### config.mk
export PLATFORM = sky130hd
export DESIGN_NAME = boot_reset_ctrl
export DESIGN_NICKNAME = d
export VERILOG_FILES = /design/src/verilog/ctrl_pkg.sv /design/src/verilog/wb_pkg.sv /design/src/verilog/boot_reset_ctrl.sv
export VERILOG_INCLUDE_DIRS = /design/src /design/src/verilog
export SDC_FILE = /design/constraint.sdc
export NUM_CORES = 1
export LEC_CHECK = 0
export BUFFER_PORTS_ARGS = -buffer_cell sky130_fd_sc_hd__buf_2
export CORE_AREA = 4 4 41 43
export CTS_CLUSTER_SIZE = 24
export DETAILED_ROUTE_END_ITERATION = 10
export DIE_AREA = 0 0 45 47
export PLACE_DENSITY_LB_ADDON = 0.05
export RECOVER_POWER = 25
export REMOVE_ABC_BUFFERS = 1
export SLEW_MARGIN = 5
export SYNTH_ARGS = -nofsm -noshare
export SYNTH_HDL_FRONTEND = slang
export SYNTH_SLANG_ARGS = --single-unit
### constraint.sdc
create_clock -name wb_clk -period 1.3 [get_ports wb_clk]
set_input_delay 0.065 -clock wb_clk [delete_from_list [all_inputs] [get_ports wb_clk]]
set_output_delay 0.065 -clock wb_clk [all_outputs]
set_load 0.02 [all_outputs]
### src/verilog/umtrx_cfg.svh
////////////////////
// Bus widths, Wishbone memory map, settings addresses
// and reset values for the control core
////////////////////
`ifndef UMTRX_CFG_SVH
`define UMTRX_CFG_SVH

`define UMTRX_DW        32
`define UMTRX_AW        16
`define UMTRX_SW        4
`define UMTRX_DECODE_W  8
`define UMTRX_RAM_AW    12

// Decoder windows on the top address byte
`define UMTRX_MAIN_RAM_BASE  8'h00
`define UMTRX_MAIN_RAM_MASK  8'hC0
`define UMTRX_READBACK_BASE  8'h5C
`define UMTRX_READBACK_MASK  8'hFC
`define UMTRX_SETTINGS_BASE  8'h70
`define UMTRX_SETTINGS_MASK  8'hF0
`define UMTRX_BOOT_RAM_BASE  8'hC0
`define UMTRX_BOOT_RAM_MASK  8'hC0

// Settings bus word addresses
`define UMTRX_SR_MISC     0
`define UMTRX_SR_LMS_RES  0
`define UMTRX_SR_LED      3
`define UMTRX_SR_PHY      4
`define UMTRX_SR_BLDR     5
`define UMTRX_SR_LED_SRC  6
`define UMTRX_SR_DIVSW    180

`define UMTRX_LED_SRC_RST 8'h1E
// Major in the upper half, minor in the lower half
`define UMTRX_COMPAT_NUM  {16'd9, 16'd0}

`endif

### src/verilog/ctrl_pkg.sv
////////////////////
// Boot state, LED byte and settings bus types
////////////////////
`include "umtrx_cfg.svh"

package ctrl_pkg;

   typedef enum logic {
      WAIT,
      DONE
   } boot_state_e;

   typedef logic [7:0] led_t;

   // One settings bus write
   typedef struct packed {
      logic                 stb;
      logic [7:0]           addr;
      logic [`UMTRX_DW-1:0] data;
   } set_bus_t;

endpackage

### src/verilog/wb_pkg.sv
////////////////////
// Wishbone bus types and slave index
////////////////////
`include "umtrx_cfg.svh"

package wb_pkg;

   typedef logic [`UMTRX_AW-1:0] wb_addr_t;
   typedef logic [`UMTRX_DW-1:0] wb_data_t;
   typedef logic [`UMTRX_SW-1:0] wb_sel_t;

   // Slave order on the decoder
   typedef enum logic [1:0] {
      MAIN_RAM,
      READBACK,
      SETTINGS,
      BOOT_RAM
   } wb_slave_e;

   localparam int WB_NUM_SLAVES = 4;

endpackage

### src/verilog/boot_reset_ctrl.sv
////////////////////
// Boot state, bus reset pulse, RAM window swap
////////////////////
`timescale 1ns/1ps
`include "umtrx_cfg.svh"

module boot_reset_ctrl import wb_pkg::*, ctrl_pkg::*; (
   input  logic     wb_clk,
   input  logic     por_rst,
   input  logic     bldr_done_i,
   input  wb_addr_t cpu_adr_i,
   output wb_addr_t wb_adr_o,
   output logic     wb_rst_o
);

   localparam wb_addr_t SWAP_MASK = {2'b11, {(`UMTRX_AW-2){1'b0}}};

   boot_state_e state;
   logic        keep_adr;

   // wb_rst stays high one cycle past por_rst, and pulses once on boot done
   always_ff @(posedge wb_clk) begin
      if (por_rst) begin
         state    <= WAIT;
         wb_rst_o <= 1'b1;
      end else begin
         wb_rst_o <= 1'b0;
         if (state == WAIT && bldr_done_i) begin
            state    <= DONE;
            wb_rst_o <= 1'b1;
         end
      end
   end

   // In WAIT the 00 and 11 quarters trade places
   assign keep_adr = (^cpu_adr_i[`UMTRX_AW-1 -: 2]) || (state == DONE);
   assign wb_adr_o = keep_adr ? cpu_adr_i : (cpu_adr_i ^ SWAP_MASK);

   ////////////////////
   // Checks

   a_rst_single_pulse: assert property (
      @(posedge wb_clk) disable iff (por_rst)
      wb_rst_o |=> !wb_rst_o
   ) else $error("bus reset held for more than one cycle");

endmodule

==> metrics.txt, run 1 <==
run status=finished clean; cell depth of the worst hold path=2; Slew Viols, Final=0; H-tree depth=1; final setup vio count=0; Initial Utilization=roughly 14%; largest cells by area after synthesis=buf_4 (57%), dfxtp_1 (22%), a21o_1 (4.1%); share of the clock period used by the worst path after layout=between 70% and 80%; Hold Path End=state; flop and latch count out of synthesis=2; critical path capture point type=output port; ratio of cells with drive above 1 in the final layout=about half; chain of cells forming the critical path=nor2b_1 -> a21oi_1 -> buf_2; post-CTS setup buffer count=0; number of antenna violations at the first check in global routing=0; number of nets in the layout=slightly above 40; slew at the pin with the worst max-slew slack=between 0.1 and 0.15 ns; overall overflow remaining after global route=0; antenna cell count=0; Placed Cells incl. Taps=32; quantity of I/O buffers inserted on ports=7; Detailed Place HPWL=412.3 um; startpoint kind of the worst setup timing path=register; buffer levels on the longest clock path=2; post-CTS resize count=0; number of vias in the routed layout=about 130; DRC marker count from the first detailed-route iteration=0; Layout area overhead=-15.65%; cell chosen for the clock root=clkbuf_4; first-pass GRT wire length=634 um; count of boundary I/O pins=36; Clock Sinks=2; Achievable Freq=967.0 MHz; Pleak=a little under 0.08 nW; Total Die Area=around 2100 um^2; Req. time, crit path=around 1.2 ns; maximum vdd ir drop=0.3201 mV; cell type with the largest total area after synthesis=buf_4; row cnt=13; setup TNS=0 ns; synthesized area=183.9 um^2; count of non-filler cells in the finished layout=35; Pwr Density=1534 nW/um^2; number of global-route vias before repair=122; die height=47 um; setup repair after global routing missed its margin=false; total length of routed wires=533 um; clock skew after layout=0.003851 ns; CTS tree=yes; largest net degree at the start of global routing=6; tightest slew margin relative to the limit=90.43%; core occupancy in the finished layout=between 10% and 20%; arrival time worst endpoint=0.97 ns; TritonCTS Buffers=3; post-route ant nets=0; category of the critical setup timing path=reg -> out; R2R cell count=2; standard cell with the maximum stage delay on the critical path=dfxtp_1; Final Hold Vio Count=0; largest stage delay on the critical path=0.33 ns; sequential fraction of the synthesis area=around 22%; post-layout instance area=155.1 um^2; All-Layer GR Usage=~5.4%; Worst setup startpoint=state; Die Wd=45 um; critical path fanouts, max=5; number of vias per cell=roughly 3.6; average cell area after synthesis=7.664 um^2; Hold-fix buffers, CTS=0; start point of the worst min-delay path=por_rst; gpl congestion=roughly 0.64; count of cell types in the netlist=9; Clock transition at path regs=0.03 ns; most common library cell in the layout ignoring fill and taps=buf_2; leading cell types in the layout, fill and taps excluded=buf_2 (7), clkbuf_4 (3), nor2_1 (2), dfxtp_1 (2); 1st-pass router iterations=1; critical register-to-register path startpoint=state; area share of the largest cell type after synthesis=a little under three fifths; reg-to-reg slack, setup=0.59 ns; cell count after synthesis=24; Routed WL per cell=15.23 um; source-to-sink clock delay at the later pin of the worst-skew pair=0.22 ns; shortest clock period the worst path allows after layout=just over 1 ns; max cap viols=0; endpoint of the lowest-slack register-to-register path=wb_rst_o; Synthesis Warnings=0; final total power=0.2380 mW; core region area=1301 um^2; cell area after placement=132.6 um^2; class of the tightest hold or removal check=in -> reg; post-detailed-route DRC marker count=0
report_power, final:
| part | leakage (nW) | total (mW) | internal, mW | switching [mW] |
|---|---|---|---|---|
| registers | 0.0168 | 0.0691 | 0.0663 | 0.00278 |
| clock network | 0.0138 | 0.134 | 0.102 | 0.0324 |
| logic | 0.0465 | 0.0350 | 0.0145 | 0.0205 |
per-stage QoR:
step           worst slack, ns  hold slack, ns
2_1_floorplan           0.4215          0.1300
5_1_grt                 0.2106         0.02463
4_1_cts                 0.2446        0.009797
6_report                0.2659         0.01778
3_5_place_dp            0.4874          0.1303
3_3_place_gp            0.4958          0.1303
cell families (layout without fill, tap and decap cells):
logic type | Yosys count | after routing | share of synthesized area [%]
buffers and inverters | 15 | 11 | 59.18
AND/OR/NAND/NOR | 4 | 4 | 9.526
AO/OA/AOI/OAI | 3 | 3 | 9.520
flip-flops | 2 | 2 | 21.77
area by class of cell:
cell class,instances,area [um^2]
Sequential cell,2,40.04
Clock buffer,3,22.52
Fill cell,168,1146
Timing Repair Buffer,7,35.03
Inverter,1,3.754
Multi-Input combinational cell,7,35.03
Tap cell,15,18.77
worst max path at each step:
stage / endpoint / slack, ns
after global routing: wb_adr_o[15] / 0.21
after CTS: wb_adr_o[15] / 0.24
final: wb_adr_o[15] / 0.27
after detailed placement: wb_adr_o[15] / 0.49
after global placement: wb_adr_o[15] / 0.50
after floorplan: wb_adr_o[14] / 0.42
metal layers:
metal	vias up	track usage (%)	routed length [um]
met3	0	11.49	186
li1	52	-	-
met5	-	0	0
met2	25	3.107	182
met1	48	4.082	164
met4	0	5.263	0
sequential cells by signal (all words and copies together) (netlist names):
| register | count |
|---|---|
| state | 1 |
| wb_rst_o | 1 |
critical path, delay by kind of cell (launching register included):
family / cells / cell delay, ns
AOI/OAI and AO/OA: 1 / 0.11
buffers and inverters: 1 / 0.18
DFF: 1 / 0.33
and+or+nand+nor: 1 / 0.14
cells in the mapped netlist (all sizes together):
cell    n
nor2    2
dfxtp   2
inv     1
buf    14
a21o    1
nor2b   1
o21ai   1
nand2   1
a21oi   1
Power figures use the tool's default switching activity.
==> inputs of run 2 (changes only) <==
Clock period 1.3 ns to 0.9 ns, I/O delays scaled along.
==> run 2 against run 1 <==
  * The flow now finishes with violations (negative setup slack)
  * Routed wire length down 0.56%
  * Non-clock buffer count up 1
  * Design area up 8.9%
  * Global-route usage about the same
  * Clock power up 43%
  * Critical path type unchanged
  * Largest power group unchanged
  * Die area unchanged
  * Count of clock-buffer cells in the layout unchanged
  * Sequential share of layout area down 1.4 points
  * Hold slack better by 0.032 ns
==> metrics.txt, run 2 (synthesized netlist as in run 1, its figures left out) <==
post-layout instance area=168.9 um^2; leading cell types in the layout, fill and taps excluded=buf_2 (6), clkbuf_4 (3), nor2_1 (2); post-route ant nets=0; standard cell with the maximum stage delay on the critical path=dfxtp_2; Pleak=slightly above 0.08 nW; row cnt=13; count of boundary I/O pins=36; chain of cells forming the critical path=nor2b_1 -> a21oi_1 -> buf_4; Final Hold Vio Count=0; CTS tree=yes; largest stage delay on the critical path=0.33 ns; start point of the worst min-delay path=bldr_done_i; biggest registers after layout=state: 1 flops, wb_rst_o: 1 flops; Req. time, crit path=0.85 ns; maximum vdd ir drop=0.4539 mV; count of non-filler cells in the finished layout=36; slew at the pin with the worst max-slew slack=0.1282 ns; total length of routed wires=roughly 530 um; Worst setup startpoint=state; Total Die Area=approximately 2100 um^2; max cap viols=0; Slew Viols, Final=0; final total power=0.3484 mW; Detailed Place HPWL=between 400 and 500 um; H-tree depth=1; class of the tightest hold or removal check=in -> reg; critical path fanouts, max=5; number of vias in the routed layout=~130; die height=47 um; number of buffer and inverter instances along the worst setup path=1; DRC marker count from the first detailed-route iteration=0; Die Wd=45 um; ratio of cells with drive above 1 in the final layout=52.38%; Achievable Freq=1010 MHz; R2R cell count=2; tightest slew margin relative to the limit=91.36%; count of filler cells inserted in the layout=159; number of nets in the layout=42; run status=finished with violations; reg-to-reg slack, setup=0.23 ns; post-CTS setup buffer count=0; category of the critical setup timing path=reg -> out; source-to-sink clock delay at the later pin of the worst-skew pair=roughly 0.22 ns; All-Layer GR Usage=roughly 5.4%; cell area after placement=132.6 um^2; Initial Utilization=14.13%; 1st-pass router iterations=1; critical path capture point type=output port; WP depth=3; Layout area overhead=-8.163%; hold slack=0.04989 ns; Placed Cells incl. Taps=32; cell depth of the worst hold path=2; final setup vio count=2; number of antenna violations at the first check in global routing=0; overall overflow remaining after global route=0; violated checks=negative setup slack; core region area=between 1000 and 1500 um^2; shortest clock period the worst path allows after layout=0.9897 ns; quantity of I/O buffers inserted on ports=7; Clock transition at path regs=0.03 ns; post-detailed-route DRC marker count=0; share of the clock period used by the worst path after layout=110.0%; largest net degree at the start of global routing=6; arrival time worst endpoint=around 0.94 ns; gpl congestion=approximately 0.63; first-pass GRT wire length=around 690 um; endpoint of the lowest-slack register-to-register path=wb_rst_o; startpoint kind of the worst setup timing path=register; most common library cell in the layout ignoring fill and taps=buf_2; clock skew after layout=about 0.0022 ns; antenna cell count=0; Pwr Density=2063 nW/um^2; Routed WL per cell=14.72 um; setup repair after global routing missed its margin=true; cell chosen for the clock root=clkbuf_4; core occupancy in the finished layout=12.98%; number of global-route vias before repair=around 140; number of vias per cell=around 3.6; TritonCTS Buffers=3; Hold Path End=wb_rst_o; critical path's top delay family=flip-flops; smallest setup slack after layout=-0.08972 ns; buffer levels on the longest clock path=2; Clock Sinks=2; critical register-to-register path startpoint=state
## run 2: cell count changes in the layout (fill, tap and decap cells not counted), sizes merged
cell / change
dlygate4sd3: +1
## run 2: layout make-up
class                      instances  area, um^2  area share (%)
timing repair buffer               8       47.55           28.15
sequential                         2       41.29           24.44
multi-input combinational          7       35.03           20.74
clock buffer                       3       22.52           13.33
tap                               15       18.77           11.11
inverter                           1       3.754           2.222
## run 2: layer usage
layer  up-vias  track usage (%)  share of wire, %  routed length, um
met3         0            9.195                33                177
met1        49            4.751                30                161
met4         0            5.263                 0                  0
li1         55                -                 -                  -
met2        25            3.955                36                191
met5         -                0                 0                  0
## run 2: where the power goes
group | switching, mW | total, mW | internal (mW)
registers | 0.00427 | 0.101 | 0.0965
logic | 0.0301 | 0.0561 | 0.0261
clock network | 0.0449 | 0.191 | 0.147
## run 2: how the worst max path moves through the flow
stage,to,slack [ns]
6_report,wb_adr_o[15],-0.09
2_1_floorplan,wb_adr_o[14],0.04
3_3_place_gp,wb_adr_o[15],0.11
3_5_place_dp,wb_adr_o[15],0.09
4_1_cts,wb_adr_o[15],-0.11
5_1_grt,wb_adr_o[15],-0.12
## run 2: stage by stage
step / setup WS (ns) / TNS [ns]
5_1_grt: -0.1195 / -0.2348
3_5_place_dp: 0.09432 / 0
6_report: -0.08972 / -0.1139
4_1_cts: -0.1102 / -0.1397
3_3_place_gp: 0.1144 / 0
2_1_floorplan: 0.04148 / 0
## run 2: repair_timing
item	4_1_cts	5_1_grt
endpoints found under the hold margin	1	0
gates resized for setup	2	0
endpoints found under the setup margin	2	2
hold buffers	1	0
