[config.mk]
export PLATFORM = sky130hd
export DESIGN_NAME = readback_mux_flat
export DESIGN_NICKNAME = d
export VERILOG_FILES = /design/src/verilog/wb_pkg.sv /design/src/verilog/wb_if.sv /design/src/verilog/readback_mux.sv /design/src/flat_wrapper.sv
export VERILOG_INCLUDE_DIRS = /design/src /design/src/verilog
export SDC_FILE = /design/constraint.sdc
export NUM_CORES = 1
export LEC_CHECK = 0
export ABC_AREA = 1
export CAP_MARGIN = 20
export CORE_ASPECT_RATIO = 0.7
export CORE_MARGIN = 5
export CORE_UTILIZATION = 38
export CTS_BUF_LIST = sky130_fd_sc_hd__clkbuf_8
export DETAILED_ROUTE_END_ITERATION = 6
export DONT_BUFFER_PORTS = 1
export PLACE_DENSITY_LB_ADDON = 0.1
export SYNTH_ARGS = -nofsm -noshare
export SYNTH_HDL_FRONTEND = slang
export SYNTH_SLANG_ARGS = --single-unit
[constraint.sdc]
create_clock -name wb_clk -period 1.3 [get_ports wb_clk]
set_clock_uncertainty 0.05 [all_clocks]
set_input_delay 0.26 -clock wb_clk [delete_from_list [all_inputs] [get_ports wb_clk]]
set_output_delay 0.26 -clock wb_clk [all_outputs]
set_load 0.05 [all_outputs]
[src/verilog/umtrx_cfg.svh]
////////////////////
// Bus widths, Wishbone memory map, settings addresses
// and reset values for the control core
////////////////////
`ifndef UMTRX_CFG_SVH
`define UMTRX_CFG_SVH

`define UMTRX_DW        32
`define UMTRX_AW        16
`define UMTRX_SW        4
`define UMTRX_DECODE_W  8
`define UMTRX_RAM_AW    12

// Decoder windows on the top address byte
`define UMTRX_MAIN_RAM_BASE  8'h00
`define UMTRX_MAIN_RAM_MASK  8'hC0
`define UMTRX_READBACK_BASE  8'h5C
`define UMTRX_READBACK_MASK  8'hFC
`define UMTRX_SETTINGS_BASE  8'h70
`define UMTRX_SETTINGS_MASK  8'hF0
`define UMTRX_BOOT_RAM_BASE  8'hC0
`define UMTRX_BOOT_RAM_MASK  8'hC0

// Settings bus word addresses
`define UMTRX_SR_MISC     0
`define UMTRX_SR_LMS_RES  0
`define UMTRX_SR_LED      3
`define UMTRX_SR_PHY      4
`define UMTRX_SR_BLDR     5
`define UMTRX_SR_LED_SRC  6
`define UMTRX_SR_DIVSW    180

`define UMTRX_LED_SRC_RST 8'h1E
// Major in the upper half, minor in the lower half
`define UMTRX_COMPAT_NUM  {16'd9, 16'd0}

`endif

[src/verilog/wb_pkg.sv]
////////////////////
// Wishbone bus types and slave index
////////////////////
`include "umtrx_cfg.svh"

package wb_pkg;

   typedef logic [`UMTRX_AW-1:0] wb_addr_t;
   typedef logic [`UMTRX_DW-1:0] wb_data_t;
   typedef logic [`UMTRX_SW-1:0] wb_sel_t;

   // Slave order on the decoder
   typedef enum logic [1:0] {
      MAIN_RAM,
      READBACK,
      SETTINGS,
      BOOT_RAM
   } wb_slave_e;

   localparam int WB_NUM_SLAVES = 4;

endpackage

[src/verilog/wb_if.sv]
////////////////////
// Wishbone slave link
////////////////////
`timescale 1ns/1ps

interface wb_if import wb_pkg::*; ();

   wb_addr_t adr;
   wb_data_t dat_w;
   wb_data_t dat_r;
   wb_sel_t  sel;
   logic     we;
   logic     cyc;
   logic     stb;
   logic     ack;

   // Decoder side
   modport master (
      output adr, dat_w, sel, we, cyc, stb,
      input  dat_r, ack
   );

   modport slave (
      input  adr, dat_w, sel, we, cyc, stb,
      output dat_r, ack
   );

endinterface

[src/verilog/readback_mux.sv]
////////////////////
// Sixteen-word readback slave
////////////////////
`timescale 1ns/1ps
`include "umtrx_cfg.svh"

module readback_mux import wb_pkg::*; (
   input logic       wb_clk,
   input logic       wb_rst_i,
   wb_if.slave       bus,
   input wb_data_t   status_i,
   input wb_data_t   set_copy_i,
   input logic       button_i,
   input logic [1:0] aux_ld_i
);

   logic     ack_q;
   logic     req;
   wb_data_t word_sel;
   wb_data_t irq_rb;
   wb_data_t dat_q;

   assign req = bus.cyc & bus.stb & ~ack_q;

   // aux lock detect at 17:16, button at 15
   assign irq_rb = {14'd0, aux_ld_i, button_i, 15'd0};

   always_comb begin
      case (bus.adr[5:2])
         4'd0:    word_sel = set_copy_i;
         4'd8:    word_sel = status_i;
         4'd12:   word_sel = `UMTRX_COMPAT_NUM;
         4'd13:   word_sel = irq_rb;
         default: word_sel = '0;
      endcase
   end

   always_ff @(posedge wb_clk) begin
      if (wb_rst_i) begin
         ack_q <= 1'b0;
      end else begin
         ack_q <= req;
      end
   end

   // Writes get an ack and are dropped
   always_ff @(posedge wb_clk) begin
      dat_q <= word_sel;
   end

   assign bus.ack   = ack_q;
   assign bus.dat_r = dat_q;

endmodule

[src/flat_wrapper.sv]
// flat-port wrapper written by rule: the top's interface ports become plain ports
module readback_mux_flat import wb_pkg::*;
  (wb_clk, wb_rst_i, status_i, set_copy_i, button_i, aux_ld_i, bus_adr, bus_dat_w, bus_sel, bus_we, bus_cyc, bus_stb, bus_dat_r, bus_ack);
  wb_if bus_i ();
  input logic wb_clk;
  input logic wb_rst_i;
  input wb_data_t status_i;
  input wb_data_t set_copy_i;
  input logic button_i;
  input logic [1:0] aux_ld_i;
  input wire logic [$bits(bus_i.adr)-1:0] bus_adr;
  input wire logic [$bits(bus_i.dat_w)-1:0] bus_dat_w;
  input wire logic [$bits(bus_i.sel)-1:0] bus_sel;
  input wire logic [$bits(bus_i.we)-1:0] bus_we;
  input wire logic [$bits(bus_i.cyc)-1:0] bus_cyc;
  input wire logic [$bits(bus_i.stb)-1:0] bus_stb;
  output wire logic [$bits(bus_i.dat_r)-1:0] bus_dat_r;
  output wire logic [$bits(bus_i.ack)-1:0] bus_ack;
  assign bus_i.adr = bus_adr;
  assign bus_i.dat_w = bus_dat_w;
  assign bus_i.sel = bus_sel;
  assign bus_i.we = bus_we;
  assign bus_i.cyc = bus_cyc;
  assign bus_i.stb = bus_stb;
  assign bus_dat_r = bus_i.dat_r;
  assign bus_ack = bus_i.ack;
  readback_mux u_core (.wb_clk(wb_clk), .wb_rst_i(wb_rst_i), .bus(bus_i), .status_i(status_i), .set_copy_i(set_copy_i), .button_i(button_i), .aux_ld_i(aux_ld_i));
endmodule
==> metrics, run 1 <==
final-report hold violation count=0; Root Buffer=sky130_fd_sc_hd__clkbuf_8; overall routing resource usage=0.147; instance count of the mapped netlist=153; crit start category=flip-flop; f_max=821 MHz; proportion of synthesized area in mux cells=0; number of sinks on the clock net=33; power density of the placed cells=1500 nW/um^2; sum of routed wire length over all layers=approximately 3400 um; unrepaired setup endpoints after global routing=false; synthesized-area fraction occupied by ao, oa, aoi and oai cells=0.0120; I/O pin count=157; source of the critical timing path=u_core.bus.ack$_SDFF_PP0_; clock transition time at the flip-flop clock pins of the worst setup and hold paths=~0.060 ns; final HPWL from detailed placement=approximately 2600 um; TritonCTS buffer count=5; maximum clock insertion buffer count=2; starting utilization of the core area=0.396; count of final setup violators=0; post-synthesis sequential area ratio=0.530; beginning of the worst hold path=bus_stb; depth of the worst register-to-register path=1; proportion of layout cells with a drive suffix above 1=0.149; H-tree lvl count=2; Design Power=2140 uW; leading post-synthesis cells by instance count=sky130_fd_sc_hd__nand3_1 (68), sky130_fd_sc_hd__dfxtp_1 (33), sky130_fd_sc_hd__nand2_1 (31), sky130_fd_sc_hd__buf_2 (8), sky130_fd_sc_hd__buf_4 (4); required time at the worst-slack endpoint=0.99 ns; post-synthesis share of cell area spent on xor and xnor gates=0; count of unresolved DRC violations after routing=0; die extent in y=57.9 um; Post-synth top flop=sky130_fd_sc_hd__dfxtp_1; Slew Viols, Final=0; Reg-to-Reg Start=u_core.bus.ack$_SDFF_PP0_; post-synthesis register bit count=33; relative max-transition margin=0.660; crit path DAT=0.91 ns; largest net degree at the start of global routing=19; cell area after synthesis=1250 um^2; layout overhead on the synthesized area=13.9%; Post-Synth Simple-Gate Area=0.396; Sum Neg Setup Slack=0 ns; Die X=roughly 80 um; total gr overflow=0; pin slew with the least headroom to its limit=0.509 ns; worst min-delay path endpoint=u_core.bus.ack$_SDFF_PP0_; share of Yosys cell area claimed by the top area cell type=0.530; adder-cell share of the synthesized area=0; area of the die=4550 um^2; per-instance average area after synthesis=8.15 um^2; count of nets left with antenna violations after detail routing=0; Worst Setup End Kind=output pin; largest driver fanout on the critical path=2; maximum vdd drop=0.601 mV; number of antenna violations at the first check in global routing=0; count of TritonRoute iterations in the first routing pass=6; filler cell count=328; Resized cells post-CTS=0; vias per cell=~5.5; quantity of I/O buffers inserted on ports=0; Syn. warnings=0; standby leakage power=0.000668 uW; routed len/inst=16.9 um; via count of the first global-routing pass=1103; Hold Path Stages=2; total inserted antenna cells=0; Synth async-reset ratio=0; r2r endpoint=u_core.bus.ack$_SDFF_PP0_; Final Wtd Congestion=0.757; Min Clock Period, post-route=around 1.2 ns; DRT iter0 DRCs=between 50 and 60; number of maximum-capacitance constraint violations=0; Worst Setup Path Type=flip-flop to output pin; result of the run=completed; most numerous cell in the Yosys netlist=sky130_fd_sc_hd__nand3_1; Tcrit/Tclk final=0.937; standard-cell row count=17; Total Nets Final=approximately 280; clock latency on the worst-skew pair=between 0.2 and 0.3 ns; type of the tightest min-delay check=input port to flip-flop; number of distinct library cells after synthesis=12; Post-CTS Setup Repair Bufs=0; wire length of the first global-routing pass=5190 um; Syn Nets=277; Post-synth EDFFs=0; area leader, netlist=sky130_fd_sc_hd__dfxtp_1; CTS tree=built; Synth area leaders=sky130_fd_sc_hd__dfxtp_1 (53%), sky130_fd_sc_hd__nand3_1 (27%), sky130_fd_sc_hd__nand2_1 (9.3%); largest family of logic cells by synthesized area=simple AND/OR/NAND/NOR gates; core region area=about 3100 um^2; register-to-register setup slack=between 0.3 and 0.4 ns; total number of vias=1098
## per-layer routing
layer,vias up,part of all wire,global-route usage,routed length [um]
li1,533,-,-,-
met1,499,0.40,0.155,1340
met2,64,0.49,0.256,1640
met3,2,0.11,0.0854,380
met4,0,0.0036,0.0374,12
met5,-,0,0,0
## through the flow
stage          worst slack (ns)  hold slack, ns  utilization  cell area, um^2  instances
6_report                 0.0815          0.0534        0.452             1420        199
5_1_grt                  0.0394          0.0514        0.452             1420        199
4_1_cts                  0.0631          0.0439        0.452             1420        199
3_5_place_dp              0.360           0.291        0.416             1310        190
3_3_place_gp              0.365           0.289        0.416             1310        190
2_1_floorplan             0.386           0.286            -             1250        153
## area by class of cell
type / count / area [um^2] / share of cell area
Timing Repair Buffer: 12 / 92.6 / 0.0651
Clock buffer: 7 / 96.3 / 0.0678
Inverter: 2 / 7.51 / 0.00528
Multi-Input combinational cell: 106 / 512 / 0.360
Clock inverter: 1 / 5.00 / 0.00352
Tap cell: 38 / 47.5 / 0.0335
Sequential cell: 33 / 661 / 0.465
## report_power, final
group	switching (uW)	internal, uW
registers	127	1050
logic	94.5	48.3
clock network	342	478
## cell families (layout without fill, tap and decap cells)
group / count (synthesis) / count (layout)
AND/OR/NAND/NOR: 104 / 104
flip-flops: 33 / 33
buffers and inverters: 14 / 22
AO/OA/AOI/OAI: 2 / 2
## repair_timing
action | in CTS | in global routing
hold endpoints to repair | 1 | 0
hold buffers | 1 | 0
setup endpoints to repair | 0 | 0
## state kept, by name, summed over array words and instances, names as in the netlist
name,cells
u_core.bus.dat_r,32
u_core.bus.ack,1
## cells in the final DEF (no fill, tap or decap)
| cell | netlist | routed |
|---|---|---|
| sky130_fd_sc_hd__dfxtp_1 | 33 | 33 |
| sky130_fd_sc_hd__nand2_1 | 31 | 31 |
| sky130_fd_sc_hd__nor2_2 | 1 | 2 |
| sky130_fd_sc_hd__clkbuf_8 | 0 | 7 |
| sky130_fd_sc_hd__nor2_4 | 2 | 2 |
| sky130_fd_sc_hd__buf_4 | 4 | 11 |
| sky130_fd_sc_hd__nor3_1 | 1 | 1 |
| sky130_fd_sc_hd__o211ai_1 | 2 | 2 |
| sky130_fd_sc_hd__nand3_1 | 68 | 68 |
| sky130_fd_sc_hd__inv_2 | 1 | 1 |
| sky130_fd_sc_hd__inv_1 | 1 | 1 |
| sky130_fd_sc_hd__clkinv_2 | 0 | 1 |
| sky130_fd_sc_hd__dlygate4sd3_1 | 0 | 1 |
## how the worst max path moves through the flow
stage	end	slack, ns	cells after the start
CTS	bus_ack	0.06	0
global route	bus_ack	0.04	0
global placement	bus_ack	0.36	0
finish	bus_ack	0.08	0
floorplan	bus_ack	0.39	0
detailed placement	u_core.bus.ack$_SDFF_PP0_	0.36	1
(Power assumes the default switching activity.)
==> run 2: changes to the inputs <==
--- a/constraint.sdc
+++ b/constraint.sdc
@@ -3,3 +3,3 @@
 set_input_delay 0.26 -clock wb_clk [delete_from_list [all_inputs] [get_ports wb_clk]]
 set_output_delay 0.26 -clock wb_clk [all_outputs]
-set_load 0.05 [all_outputs]
+set_load 0.02 [all_outputs]
==> run 2 against run 1 <==
Register-to-register slack improved by 0.23 ns. First-iteration DRC count increased by 50%. Utilization decreased by 1.4 points. Via count decreased by 0.36%. Combinational power decreased by 13%. Cell count decreased by 1.5%. Clock power decreased by 17%. Clock-buffer cell count decreased by 2. Critical path depth unchanged.
==> metrics, run 2 (same netlist as run 1, synthesis figures left out) <==
proportion of layout cells with a drive suffix above 1=0.114; area of the die=about 4500 um^2; CTS tree=built; result of the run=completed; unrepaired setup endpoints after global routing=false; source of the critical timing path=u_core.bus.ack$_SDFF_PP0_; die extent in y=57.9 um; maximum vdd drop=around 0.52 mV; I/O pin count=157; overall routing resource usage=0.149; count of final setup violators=0; total inserted antenna cells=0; pin slew with the least headroom to its limit=0.236 ns; critical path depth=0; number of cells in the design after placement=187; Min Clock Period, post-route=approximately 1.0 ns; Worst Setup Path Type=flip-flop to output pin; count of nets left with antenna violations after detail routing=0; starting utilization of the core area=0.396; DRT iter0 DRCs=84; Die X=78.5 um; filler-free cell count of the finished design=slightly below 200; f_max=972 MHz; Largest register FFs=32; final HPWL from detailed placement=2680 um; TritonCTS buffer count=5; quantity of I/O buffers inserted on ports=0; r2r endpoint=u_core.bus.ack$_SDFF_PP0_; Root Buffer=sky130_fd_sc_hd__clkbuf_8; maximum clock insertion buffer count=2; number of antenna violations at the first check in global routing=0; register-to-register setup slack=0.60 ns; standby leakage power=0.000650 uW; Sum Neg Setup Slack=0 ns; Tcrit/Tclk final=0.792; commonest non-fill, non-tap cell in the layout=sky130_fd_sc_hd__nand3_1; vias per cell=approximately 5.6; largest net degree at the start of global routing=19; via count of the first global-routing pass=1060; Reg-to-Reg Start=u_core.bus.ack$_SDFF_PP0_; Slew Viols, Final=0; largest driver fanout on the critical path=2; Post-CTS Setup Repair Bufs=0; commonest non-fill, non-tap cells in the layout=sky130_fd_sc_hd__nand3_1 (68), sky130_fd_sc_hd__dfxtp_1 (33), sky130_fd_sc_hd__nand2_1 (31), sky130_fd_sc_hd__buf_4 (8), sky130_fd_sc_hd__clkbuf_8 (5); Min Hold Slack=0.0504 ns; crit start category=flip-flop; Total Nets Final=281; H-tree lvl count=2; number of sinks on the clock net=33; depth of the worst register-to-register path=1; total gr overflow=0; hold_buf cts=1; core region area=~3100 um^2; number of maximum-capacitance constraint violations=0; required time at the worst-slack endpoint=0.99 ns; end point of the critical path=bus_ack; final-report hold violation count=0; relative max-transition margin=0.843; Worst Setup End Kind=output pin; total number of vias=1094; Resized cells post-CTS=0; sum of routed wire length over all layers=around 3400 um; power density of the placed cells=approximately 1400 nW/um^2; clock latency on the worst-skew pair=between 0.2 and 0.3 ns; wire length of the first global-routing pass=just over 5000 um; count of unresolved DRC violations after routing=0; layout overhead on the synthesized area=10.4%; count of TritonRoute iterations in the first routing pass=4; Final Wtd Congestion=0.755; standard-cell row count=17; routed len/inst=17.3 um; type of the tightest min-delay check=input port to flip-flop; crit path DAT=0.72 ns; clock transition time at the flip-flop clock pins of the worst setup and hold paths=0.06 ns
## run 2: per-stage QoR
stage	utilization	power, uW	area [um^2]	setup WS (ns)
after floorplan	-	1220	1250	0.439
after global placement	0.409	1250	1290	0.416
after detailed placement	0.409	1250	1290	0.404
after CTS	0.438	1950	1380	0.255
after global routing	0.438	2020	1380	0.233
final	0.438	1920	1380	0.271
## run 2: cell type report
class / instances / area [um^2]
repair buffers: 9 / 70.1
inverters: 2 / 7.51
clock inverters: 3 / 11.3
clock buffers: 5 / 68.8
fillers: 328 / 1770
flip-flops and latches: 33 / 661
multi-input cells: 106 / 512
well taps: 38 / 47.5
## run 2: how the worst min path moves through the flow
stage               depth (start not counted)      from  slack [ns]                         to
floorplan                                   1  wb_rst_i        0.29  u_core.bus.ack$_SDFF_PP0_
global placement                            1  wb_rst_i        0.29  u_core.bus.ack$_SDFF_PP0_
detailed placement                          1  wb_rst_i        0.29  u_core.bus.ack$_SDFF_PP0_
CTS                                         2   bus_stb        0.04  u_core.bus.ack$_SDFF_PP0_
global route                                2   bus_stb        0.05  u_core.bus.ack$_SDFF_PP0_
finish                                      2   bus_stb        0.05  u_core.bus.ack$_SDFF_PP0_
## run 2: report_power, final
group          internal (uW)  switching (uW)  total (uW)
Combinational           44.0            80.6         125
Clock                    356             328         684
Sequential              1050            59.7        1110
## run 2: routing by layer
metal  vias up  track usage  share of wire  routed length (um)
li1        527            -              -                   -
met1       492        0.156           0.40                1340
met5         -            0              0                   0
met4         0       0.0599          0.012                  40
met2        68        0.240           0.46                1560
met3         7       0.0947           0.13                 449
==> run 3: changes to the inputs <==
ABC_AREA = 0   (was 1)
clock period = 1 ns   (was 1.3 ns; I/O delays follow)
==> run 3 against run 2 <==
Area after synthesis fell by 12%. Global-route usage is 0.66 points lower. Register-to-register slack worse by 0.29 ns. Via count fell by 19%. Clock-buffer cell count up 1. Utilization rose by 13 points.
==> metrics, run 3 <==
maximum vdd drop=0.718 mV; largest net degree at the start of global routing=18; required time at the worst-slack endpoint=0.75 ns; post-layout utilization of the core=0.567; number of maximum-capacitance constraint violations=0; maximum clock insertion buffer count=2; type of the tightest min-delay check=input port to flip-flop; TritonCTS buffer count=5; filler cell count=249; largest driver fanout on the critical path=1; Die X=74.2 um; Reg-to-Reg Start=u_core.bus.ack$_SDFF_PP0_; Sum Neg Setup Slack=0 ns; area of combinational cells with multiple inputs=394 um^2; crit start category=flip-flop; commonest non-fill, non-tap cell in the layout=sky130_fd_sc_hd__dlygate4sd3_1; Synth area leaders=sky130_fd_sc_hd__dfxtp_1 (60%), sky130_fd_sc_hd__a22o_1 (22%), sky130_fd_sc_hd__buf_6 (3.1%); unrepaired setup endpoints after global routing=false; leading post-synthesis cells by instance count=sky130_fd_sc_hd__dfxtp_1 (33), sky130_fd_sc_hd__a22o_1 (28), sky130_fd_sc_hd__nand2_1 (6), sky130_fd_sc_hd__buf_6 (3); DRT iter0 DRCs=42; Min Clock Period, post-route=roughly 0.96 ns; Min Hold Slack=0.00801 ns; worst min-delay path endpoint=u_core.bus.dat_r[31]$_DFF_P_; number of antenna violations at the first check in global routing=0; total gr overflow=0; CTS tree=built; Tcrit/Tclk final=0.964; power density of the placed cells=1650 nW/um^2; Root Buffer=sky130_fd_sc_hd__clkbuf_8; total inserted antenna cells=0; Final Wtd Congestion=0.601; Worst Setup End Kind=output pin; critical path depth=0; Resized cells post-CTS=0; starting utilization of the core area=0.394; cell area after synthesis=1100 um^2; via count of the first global-routing pass=933; die extent in y=55.0 um; I/O pin count=157; proportion of layout cells with a drive suffix above 1=0.102; commonest non-fill, non-tap cells in the layout=sky130_fd_sc_hd__dlygate4sd3_1 (36), sky130_fd_sc_hd__dfxtp_1 (33), sky130_fd_sc_hd__a22o_1 (28), sky130_fd_sc_hd__nand2_1 (6), sky130_fd_sc_hd__clkbuf_8 (6); H-tree lvl count=2; wire length of the first global-routing pass=approximately 4100 um; Syn. warnings=0; overall routing resource usage=0.142; r2r endpoint=u_core.bus.ack$_SDFF_PP0_; relative max-transition margin=0.848; f_max=1040 MHz; post-synthesis sequential area ratio=0.602; clock latency on the worst-skew pair=0.27 ns; sequential cell area in the final layout=around 660 um^2; core region area=2780 um^2; crit path DAT=roughly 0.7 ns; count of TritonRoute iterations in the first routing pass=4; standard-cell row count=16; Hold Path Stages=1; Synth async-reset ratio=0; Post-synth EDFFs=0; clock transition time at the flip-flop clock pins of the worst setup and hold paths=0.06 ns; Post-synth top flop=sky130_fd_sc_hd__dfxtp_1; layout overhead on the synthesized area=43.7%; number of sinks on the clock net=33; count of unresolved DRC violations after routing=0; Largest register FFs=32; hold_buf cts=34; sum of routed wire length over all layers=~3200 um; area leader, netlist=sky130_fd_sc_hd__dfxtp_1; per-instance average area after synthesis=12.6 um^2; final-report hold violation count=0; result of the run=completed; vias per cell=5.39; total number of vias=roughly 900; standby leakage power=~0.00064 uW; quantity of I/O buffers inserted on ports=0; count of nets left with antenna violations after detail routing=0; Post-CTS Setup Repair Bufs=0; Slew Viols, Final=0; register-to-register setup slack=slightly above 0.3 ns; most numerous cell in the Yosys netlist=sky130_fd_sc_hd__dfxtp_1; number of distinct library cells after synthesis=19; depth of the worst register-to-register path=1; share of Yosys cell area claimed by the top area cell type=0.602; Syn Nets=211; Worst Setup Path Type=flip-flop to output pin; Design Power=2600 uW; Total Nets Final=252; routed len/inst=19.5 um; post-synthesis register bit count=33; count of final setup violators=0; beginning of the worst hold path=status_i[31]; pin slew with the least headroom to its limit=0.226 ns; final HPWL from detailed placement=approximately 2000 um; area of the die=around 4100 um^2; instance count of the mapped netlist=87
## run 3: routing by layer
layer  GRT usage  routed length (um)  up-vias  share of wire
li1            -                   -      410              -
met1       0.127                1090      400           0.34
met2       0.274                1660       67           0.52
met3      0.0560                 383        7           0.12
met4      0.0888                  66        0          0.021
met5           0                   0        -              0
## run 3: worst max-delay path by stage
stage / start / end / slack, ns
4_1_cts: u_core.bus.dat_r[18]$_DFF_P_ / bus_dat_r[18] / 0.02
6_report: u_core.bus.dat_r[18]$_DFF_P_ / bus_dat_r[18] / 0.04
3_3_place_gp: bus_adr[4] / u_core.bus.dat_r[15]$_DFF_P_ / -0.04
5_1_grt: u_core.bus.ack$_SDFF_PP0_ / bus_ack / 0.002
3_5_place_dp: bus_adr[4] / u_core.bus.dat_r[15]$_DFF_P_ / -0.06
2_1_floorplan: bus_adr[5] / u_core.bus.dat_r[11]$_DFF_P_ / 0.03
## run 3: cells by family after synthesis
group | share of synthesized area
simple gates | 0.0935
buf+inv | 0.0468
flops | 0.602
compound gates | 0.258
## run 3: area by class of cell
| class | instances | area share |
|---|---|---|
| tap | 36 | 0.0286 |
| clock inverter | 1 | 0.00238 |
| timing repair buffer | 40 | 0.248 |
| clock buffer | 6 | 0.0524 |
| sequential | 33 | 0.419 |
| multi-input combinational | 48 | 0.250 |
## run 3: metrics by stage
step | instance area (um^2) | cells | setup WS [ns]
2_1_floorplan | 1100 | 87 | 0.0257
3_3_place_gp | 1130 | 121 | -0.0374
3_5_place_dp | 1130 | 121 | -0.0612
4_1_cts | 1560 | 162 | 0.0193
5_1_grt | 1580 | 164 | 0.00179
6_report | 1580 | 164 | 0.0356
## run 3: report_power, final
| group | switching [uW] | leakage, uW | internal (uW) |
|---|---|---|---|
| clock | 423 | 0.0000485 | 534 |
| sequential | 76.4 | 0.000269 | 1360 |
| combinational | 60.6 | 0.000319 | 143 |
